$ cat config.mk
export PLATFORM = sky130hd
export DESIGN_NAME = spi_reg_bank
export DESIGN_NICKNAME = d
export VERILOG_FILES = /design/src/source/spi_regs_pkg.sv /design/src/source/reg_bus_if.sv /design/src/source/spi_frame_engine.sv /design/src/source/reg_file.sv /design/src/source/shift_4094_driver.sv /design/src/source/spi_reg_bank.sv
export VERILOG_INCLUDE_DIRS = /design/src /design/src/source
export SDC_FILE = /design/constraint.sdc
export NUM_CORES = 2
export LEC_CHECK = 0
export CAP_MARGIN = 5
export CORE_AREA = 2 2 471 473
export DETAILED_ROUTE_END_ITERATION = 10
export DIE_AREA = 0 0 473 475
export DONT_BUFFER_PORTS = 1
export HOLD_SLACK_MARGIN = 0.1
export MAX_ROUTING_LAYER = met4
export PLACE_DENSITY = 0.59
export SYNTH_ARGS = -nofsm -noshare
export SYNTH_HDL_FRONTEND = slang
export SYNTH_HIERARCHICAL = 1
export SYNTH_SLANG_ARGS = --single-unit
$ cat constraint.sdc
create_clock -name cs -period 2.8 [get_ports cs]
set_clock_uncertainty 0.1 [all_clocks]
set_input_delay 0.84 -clock cs [delete_from_list [all_inputs] [get_ports cs]]
set_output_delay 0.84 -clock cs [all_outputs]
set_load 0.03 [all_outputs]
$ cat src/source/spi_regs_cfg.svh
// SPI register bank configuration
// frame layout, register file size, special register indices
// and the 4094 serializer clock divider
`ifndef SPI_REGS_CFG_SVH
`define SPI_REGS_CFG_SVH

// one SPI frame is a header byte followed by 24 data bits
`define SPI_REGS_FRAME_BITS 32

// register address and register width
`define SPI_REGS_ADDR_BITS 6
`define SPI_REGS_DATA_BITS 24

// number of registers, 2**addr bits
`define SPI_REGS_NUM 64

// registers with a direct output port
`define SPI_REGS_LED 7
`define SPI_REGS_SPI_MUX 8
`define SPI_REGS_4094 9

// led register comes up with every other bit lit
`define SPI_REGS_LED_RESET 24'hAAAAAA

// cs cycles per half period of the 4094 shift clock
`define SPI_REGS_4094_DIV 2

`endif

$ cat src/source/spi_regs_pkg.sv
// SPI register bank types
// address, register value and the 32 bit frame layout
// shared by the frame engine, register file and top level
`default_nettype none

`include "spi_regs_cfg.svh"

package spi_regs_pkg;

  // register address, carried in the low bits of the header byte
  typedef logic [`SPI_REGS_ADDR_BITS-1:0] reg_addr_t;

  // one register value
  typedef logic [`SPI_REGS_DATA_BITS-1:0] reg_data_t;

  // frame as seen once all 32 bits are shifted in, msb first
  // write_n low selects a write, spare is ignored
  typedef struct packed {
    logic      write_n;
    logic      spare;
    reg_addr_t addr;
    reg_data_t data;
  } spi_frame_t;

endpackage

`default_nettype wire

$ cat src/source/reg_bus_if.sv
// register bus between the SPI frame engine and the register file
// combinational read port plus a single cycle write strobe
`timescale 1ns/1ps
`default_nettype none

interface reg_bus_if;

  // read port, data follows the address in the same cycle
  spi_regs_pkg::reg_addr_t rd_addr;
  spi_regs_pkg::reg_data_t rd_data;

  // write port, written at the cs edge where wr_en is high
  logic                    wr_en;
  spi_regs_pkg::reg_addr_t wr_addr;
  spi_regs_pkg::reg_data_t wr_data;

  // frame engine side
  modport engine (
    output rd_addr,
    input  rd_data,
    output wr_en,
    output wr_addr,
    output wr_data
  );

  // register file side
  modport regs (
    input  rd_addr,
    output rd_data,
    input  wr_en,
    input  wr_addr,
    input  wr_data
  );

endinterface

`default_nettype wire

$ cat src/source/spi_frame_engine.sv
// SPI mode 0 frame engine
// oversamples sclk, ss_n and mosi in the cs domain, shifts in a
// 32 bit frame, returns the addressed register on miso during the
// last 24 bits and issues a register write when a full write frame
// ends
`timescale 1ns/1ps
`default_nettype none

`include "spi_regs_cfg.svh"

module spi_frame_engine (
  input  wire       cs,
  input  wire       rst_n,
  input  wire       sclk,
  input  wire       ss_n,
  input  wire       mosi,
  output logic      miso,
  reg_bus_if.engine bus
);

  localparam int FRAME_BITS = `SPI_REGS_FRAME_BITS;
  localparam int DATA_BITS  = `SPI_REGS_DATA_BITS;
  localparam int ADDR_BITS  = `SPI_REGS_ADDR_BITS;
  // header byte ahead of the data field
  localparam int HDR_BITS   = FRAME_BITS - DATA_BITS;
  localparam int CNT_W      = $clog2(FRAME_BITS) + 1;

  localparam logic [CNT_W-1:0] CNT_HDR   = CNT_W'(HDR_BITS);
  localparam logic [CNT_W-1:0] CNT_FRAME = CNT_W'(FRAME_BITS);

  // two synchronizer flops, the third sclk and ss_n flop is the edge history
  logic [2:0]            sclk_sync;
  logic [2:0]            ss_sync;
  logic [1:0]            mosi_sync;

  logic                  sclk_rise;
  logic                  sclk_fall;
  logic                  ss_rise;
  logic                  ss_idle;

  logic [CNT_W-1:0]      bit_cnt;
  logic [FRAME_BITS-1:0] in_shift;
  logic [DATA_BITS-1:0]  out_shift;

  spi_regs_pkg::spi_frame_t frame;

  always_ff @(posedge cs or negedge rst_n)
  begin
    if (!rst_n)
    begin
      sclk_sync <= 3'b000;
      // select idles high
      ss_sync   <= 3'b111;
      mosi_sync <= 2'b00;
    end
    else
    begin
      sclk_sync <= {sclk_sync[1:0], sclk};
      ss_sync   <= {ss_sync[1:0], ss_n};
      mosi_sync <= {mosi_sync[0], mosi};
    end
  end

  // edges seen on the synchronized copies, acted on one cycle later
  assign sclk_rise = sclk_sync[1] & ~sclk_sync[2];
  assign sclk_fall = ~sclk_sync[1] & sclk_sync[2];
  assign ss_rise   = ss_sync[1] & ~ss_sync[2];
  assign ss_idle   = ss_sync[1];

  // full frame view of the input shifter
  assign frame = in_shift;

  // after the header byte the address sits in the low shifter bits
  assign bus.rd_addr = in_shift[ADDR_BITS-1:0];

  assign miso = out_shift[DATA_BITS-1];

  always_ff @(posedge cs or negedge rst_n)
  begin
    if (!rst_n)
    begin
      bit_cnt   <= '0;
      in_shift  <= '0;
      out_shift <= '0;
    end
    else if (ss_idle)
    begin
      // no frame in progress, also keeps miso low
      bit_cnt   <= '0;
      in_shift  <= '0;
      out_shift <= '0;
    end
    else
    begin
      // mosi sampled on rising sclk
      if (sclk_rise)
      begin
        in_shift <= {in_shift[FRAME_BITS-2:0], mosi_sync[1]};
        // saturate so long frames never wrap back to 32
        if (bit_cnt != '1)
        begin
          bit_cnt <= bit_cnt + 1'b1;
        end
      end
      // miso moves on falling sclk
      if (sclk_fall)
      begin
        if (bit_cnt == CNT_HDR)
        begin
          // first falling edge after the header, data bit 23 goes out
          out_shift <= bus.rd_data;
        end
        else
        begin
          out_shift <= {out_shift[DATA_BITS-2:0], 1'b0};
        end
      end
    end
  end

  // write strobe on the end of an exact length write frame
  always_ff @(posedge cs or negedge rst_n)
  begin
    if (!rst_n)
    begin
      bus.wr_en <= 1'b0;
    end
    else
    begin
      bus.wr_en <= ss_rise && (bit_cnt == CNT_FRAME) && !frame.write_n;
    end
  end

  // write payload, only meaningful with wr_en
  always_ff @(posedge cs)
  begin
    if (ss_rise)
    begin
      bus.wr_addr <= frame.addr;
      bus.wr_data <= frame.data;
    end
  end

endmodule

`default_nettype wire

$ cat src/source/reg_file.sv
// register file of the SPI register bank
// 64 registers of 24 bits, any of them writable, with the led,
// spi mux and 4094 registers brought out as ports and a load
// strobe to the 4094 serializer after each write to register 9
`timescale 1ns/1ps
`default_nettype none

`include "spi_regs_cfg.svh"

module reg_file (
  input  wire                     cs,
  input  wire                     rst_n,
  reg_bus_if.regs                 bus,
  output spi_regs_pkg::reg_data_t reg_led,
  output spi_regs_pkg::reg_data_t reg_spi_mux,
  output spi_regs_pkg::reg_data_t reg_4094,
  output logic                    load_4094
);

  spi_regs_pkg::reg_data_t regs [`SPI_REGS_NUM];

  always_ff @(posedge cs or negedge rst_n)
  begin
    if (!rst_n)
    begin
      for (int i = 0; i < `SPI_REGS_NUM; i++)
      begin
        // led starts with the alternating pattern, everything else clear
        regs[i] <= (i == `SPI_REGS_LED) ? `SPI_REGS_LED_RESET : '0;
      end
    end
    else if (bus.wr_en)
    begin
      regs[bus.wr_addr] <= bus.wr_data;
    end
  end

  // read is a plain mux on the address
  assign bus.rd_data = regs[bus.rd_addr];

  // direct register outputs
  assign reg_led     = regs[`SPI_REGS_LED];
  assign reg_spi_mux = regs[`SPI_REGS_SPI_MUX];
  assign reg_4094    = regs[`SPI_REGS_4094];

  // pulse lines up with the new reg_4094 value
  always_ff @(posedge cs or negedge rst_n)
  begin
    if (!rst_n)
    begin
      load_4094 <= 1'b0;
    end
    else
    begin
      load_4094 <= bus.wr_en &&
                   (bus.wr_addr == spi_regs_pkg::reg_addr_t'(`SPI_REGS_4094));
    end
  end

endmodule

`default_nettype wire

$ cat src/source/shift_4094_driver.sv
// 4094 shift register chain driver
// clocks a 24 bit value into the chain msb first and then strobes
// it to the chain outputs; a load during a run restarts the chain
// with the newest value once the run ends
`timescale 1ns/1ps
`default_nettype none

`include "spi_regs_cfg.svh"

module shift_4094_driver (
  input  wire                     cs,
  input  wire                     rst_n,
  input  spi_regs_pkg::reg_data_t value,
  input  wire                     load,
  output logic                    ser_clk,
  output logic                    ser_data,
  output logic                    ser_strobe
);

  localparam int DATA_BITS = `SPI_REGS_DATA_BITS;
  localparam int DIV       = `SPI_REGS_4094_DIV;
  localparam int DIV_W     = (DIV > 1) ? $clog2(DIV) : 1;

  typedef enum logic [1:0] {
    S_IDLE,
    S_SHIFT,
    S_STROBE
  } state_t;

  state_t               state;
  logic [DIV_W-1:0]     div_cnt;
  logic [4:0]           bit_cnt;
  logic [DATA_BITS-1:0] shift_reg;
  logic                 pending;
  logic                 half_done;

  // last cycle of a half period
  assign half_done = (div_cnt == DIV_W'(DIV - 1));

  // data line only carries bits during a run
  assign ser_data   = (state == S_SHIFT) ? shift_reg[DATA_BITS-1] : 1'b0;
  assign ser_strobe = (state == S_STROBE);

  always_ff @(posedge cs or negedge rst_n)
  begin
    if (!rst_n)
    begin
      state     <= S_IDLE;
      div_cnt   <= '0;
      bit_cnt   <= '0;
      shift_reg <= '0;
      pending   <= 1'b0;
      ser_clk   <= 1'b0;
    end
    else
    begin
      // remember a load that lands mid run
      if (load && state != S_IDLE)
      begin
        pending <= 1'b1;
      end
      div_cnt <= half_done ? '0 : div_cnt + 1'b1;
      case (state)
        S_IDLE:
        begin
          div_cnt <= '0;
          if (load || pending)
          begin
            // value always holds the newest register 9 contents
            shift_reg <= value;
            bit_cnt   <= '0;
            pending   <= 1'b0;
            state     <= S_SHIFT;
          end
        end
        S_SHIFT:
        begin
          if (half_done)
          begin
            ser_clk <= ~ser_clk;
            // end of the high half closes one bit
            if (ser_clk)
            begin
              if (bit_cnt == 5'(DATA_BITS - 1))
              begin
                state <= S_STROBE;
              end
              else
              begin
                bit_cnt   <= bit_cnt + 1'b1;
                shift_reg <= {shift_reg[DATA_BITS-2:0], 1'b0};
              end
            end
          end
        end
        S_STROBE:
        begin
          // strobe lasts one half period with ser_clk low
          if (half_done)
          begin
            state <= S_IDLE;
          end
        end
        default:
        begin
          state <= S_IDLE;
        end
      endcase
    end
  end

endmodule

`default_nettype wire

$ cat src/source/spi_reg_bank.sv
// SPI register bank top level
// SPI slave frame engine, 64 entry register file and the 4094
// serializer, all in the cs clock domain
`timescale 1ns/1ps
`default_nettype none

module spi_reg_bank (
  input  wire                     cs,
  input  wire                     rst_n,
  input  wire                     sclk,
  input  wire                     ss_n,
  input  wire                     mosi,
  output logic                    miso,
  output spi_regs_pkg::reg_data_t reg_led,
  output spi_regs_pkg::reg_data_t reg_spi_mux,
  output logic                    ser_clk,
  output logic                    ser_data,
  output logic                    ser_strobe
);

  // register 9 value and its update strobe
  spi_regs_pkg::reg_data_t reg_4094;
  logic                    load_4094;

  reg_bus_if bus ();

  spi_frame_engine i_engine (
    .cs    (cs),
    .rst_n (rst_n),
    .sclk  (sclk),
    .ss_n  (ss_n),
    .mosi  (mosi),
    .miso  (miso),
    .bus   (bus.engine)
  );

  reg_file i_regs (
    .cs          (cs),
    .rst_n       (rst_n),
    .bus         (bus.regs),
    .reg_led     (reg_led),
    .reg_spi_mux (reg_spi_mux),
    .reg_4094    (reg_4094),
    .load_4094   (load_4094)
  );

  shift_4094_driver i_ser (
    .cs         (cs),
    .rst_n      (rst_n),
    .value      (reg_4094),
    .load       (load_4094),
    .ser_clk    (ser_clk),
    .ser_data   (ser_data),
    .ser_strobe (ser_strobe)
  );

endmodule

`default_nettype wire

==> flow_summary.ini <==
[status]
outcome = finished, violations left
violations = hold timing, setup timing

[cts]
cts_buffers = 182
ctsRootBufferMaster = clkbuf_16
ctsHoldBuffers = 4
path_clk_slew_ns = 0.06
htreeDepth = 4
clk_latency_ns = 0.84
cts_buffer_depth = 3
clock_sinks = 1672
tritoncts = yes

[sta]
worst_slew_pin_slew_ns = 1.24
grt_setup_unrepaired = yes
slew_headroom_pct = 17.2
setup_ws_ns = -0.0398
setup_viol = 5
timing.fmax_ghz = 0.352
period_needed_ns = 2.84
hold_viol = 16
drv_slew = 0
holdWs_ns = -0.386
post-route-period-util_pct = 101

[logic_synthesis]
synthDominantCellAreaShare_pct = 53.1
synthCells = 5093
synthAdderAreaFrac_pct = 0.0490
synthesis.nets = 5101
ys.flop_type = dfrtp_1
synth_enable_flop_cells = 30
syn_avg_cell_area_um2 = 15.0
ys_types = 57
synth_compound_area_share_pct = 2.73
muxShareOfSynthArea_pct = 36.2
synth_area_um2 = 76600
synth.ff_latch_count = 1672
synth_async_sr_flop_share_pct = 98.2
ys_warn_count = 6
yosysTopAreaCell = dfrtp_1
yosysSeqAreaShare_pct = 54.8
synth_top_family_by_area = multiplexers
synth.top_cells.by_area = dfrtp_1 53%, mux2_2 24%, mux4_2 9.1%
synth_xor_area_share_pct = 0.0114
synth-simple-area-share_pct = 2.14

[place]
dp.cells = 7778
port_buffers = 0
hpwl_mm = 125
place_area_um2 = 81600
gp_congestion = 0.830

[floorplan]
die_y_um = 475
initial_core_util_pct = 35.0
die_area_um2 = 225000
fp.coreArea_um2 = 219000
rows = 172
die_x_um = 473
io_pins = 57

[cells_and_area]
areaGrowthSynthToFinish_pct = 16.8
fin_area_um2 = 89500
largest_register = i_regs/regs
drive_above_1_share_pct = 54.1
fin_util_pct = 40.9
n_fill_cell = 19800
layout.cells.non_filler = 8182
fin_nets = 5163
largest_reg_flops = 1464

[worst_setup_path]
cp_cell_sequence = buf_12 -> buf_12 -> clkbuf_16 -> buf_8 -> mux4_2 -> a221o_1 -> a21oi_2 -> buf_4 -> a21oi_2 -> and3_1 -> mux2i_1 -> o21ai_1
cp_num_buf_inv = 5
end_kind = flip-flop
crit_family = buffers and inverters
worstSetupStartpointType = flip-flop
cpMaxStageDelayCell = dfrtp_4
cp_data_required_time_ns = 3.40
crit_arrival_ns = 3.44
max_stage_delay_ns = 0.48
path_class = reg -> reg
cp_max_fo = 8

[detailed_routing]
viasPerCell = 5.36
routed_wl_mm = 208
drtPass1Iterations = 5
drtIter0Drc = 2935
via_count = 43800
ant_nets = 0
wire_per_inst_um = 25.4
drc = 0

[global_route]
grt_max_degree = 284
grt_first_pass_wirelength_mm = 314
met2_usage_pct = 29.9
grt_pass1_vias = 46700
globalRoute.busiestLayer = met2
grt_overflow_total = 0
grtUsageMet3_pct = 2.80
met1_usage_pct = 25.9
antenna_found_initial = 3
grt_use_total_pct = 19.1

[pwr]
power_leakage_nw = 41.5
total_power_mw = 50.0
max-vdd-ir-drop_v = 0.000550
powerDensity_nw_per_um2 = 559

[job]
maxCapViolCount = 0

[min_path]
hp-class = in -> async
power breakdown:
part	internal, mW	leakage, nW	switching (mW)
Clock	14.0	2.98	10.1
Combinational	0.474	15.4	1.14
Sequential	24.3	23.2	0.0355
Total	38.8	41.5	11.3
kinds of logic after synthesis:
| group | after synthesis |
|---|---|
| AO/OA/AOI/OAI | 307 |
| XOR/XNOR | 1 |
| adder cells (fa/ha/maj) | 3 |
| buffers and inverters | 579 |
| flip-flops | 1672 |
| multiplexers | 2181 |
| AND/OR/NAND/NOR | 350 |
final timing paths:
check | start | to | slack (ns) | depth (start not counted)
worst min-delay path | rst_n | i_engine/frame[0] | -0.39 | 0
worst min register to register | i_engine/mosi_sync[0] | i_engine/mosi_sync[1] | 0.25 | 0
worst max-delay path | i_engine/frame[0] | i_engine/out_shift[10] | -0.04 | 12
max in group asynchronous | rst_n | i_regs/regs[1106] | 0.47 | 3
worst max register to register | i_engine/frame[0] | i_engine/out_shift[10] | -0.04 | 12
min in group cs | i_engine/mosi_sync[0] | i_engine/mosi_sync[1] | 0.25 | 0
layer usage:
metal	up-vias	part of all wire [%]
met5	-	0
met4	0	2.7
met3	271	4.3
met2	825	47
met1	24000	46
li1	18800	-
repair_timing:
action                                  CTS  global route
buffers inserted                         27            21
pin swaps                                18            43
endpoints found under the hold margin   152           156
endpoints found under the setup margin  505            27
gates resized for setup                  91           107
cloned                                   12             4
cell usage in the layout (no fill, tap or decap), drive strengths merged, types with 56 or more instances in the layout:
cell type  count
nor2         131
dfrtp       1627
nand2        128
mux4         308
clkbuf       291
a21oi        109
mux2        1668
a221oi        56
buf          435
mux2i        205
through the flow:
step | setup WS (ns) | setup TNS (ns)
floorplan | 0.265 | 0
global placement | -1.34 | -652.97
detailed placement | -1.43 | -724.97
CTS | -0.0709 | -0.355
global route | -0.115 | -1.41
finish | -0.0398 | -0.0981
final cells by class:
type	count	area [um2]	area share (%)
clock inverters	47	659	0.736
well taps	2871	3590	4.01
multi-input cells	2842	32400	36.1
clock buffers	287	5430	6.06
flip-flops and latches	1672	42000	46.9
inverters	11	41.3	0.0461
diodes	6	15.0	0.0168
repair buffers	446	5420	6.05
synthesized netlist by cell type, drive strengths merged (22+ instances only):
master,count
mux2,1668
buf,352
nand2,128
clkbuf,216
mux4,308
a221oi,56
mux2i,205
a221o,24
edfxtp,30
a21oi,109
a22o,22
nor2,131
o21ai,54
dfrtp,1627
No activity file was read; power rests on OpenSTA's default activity.
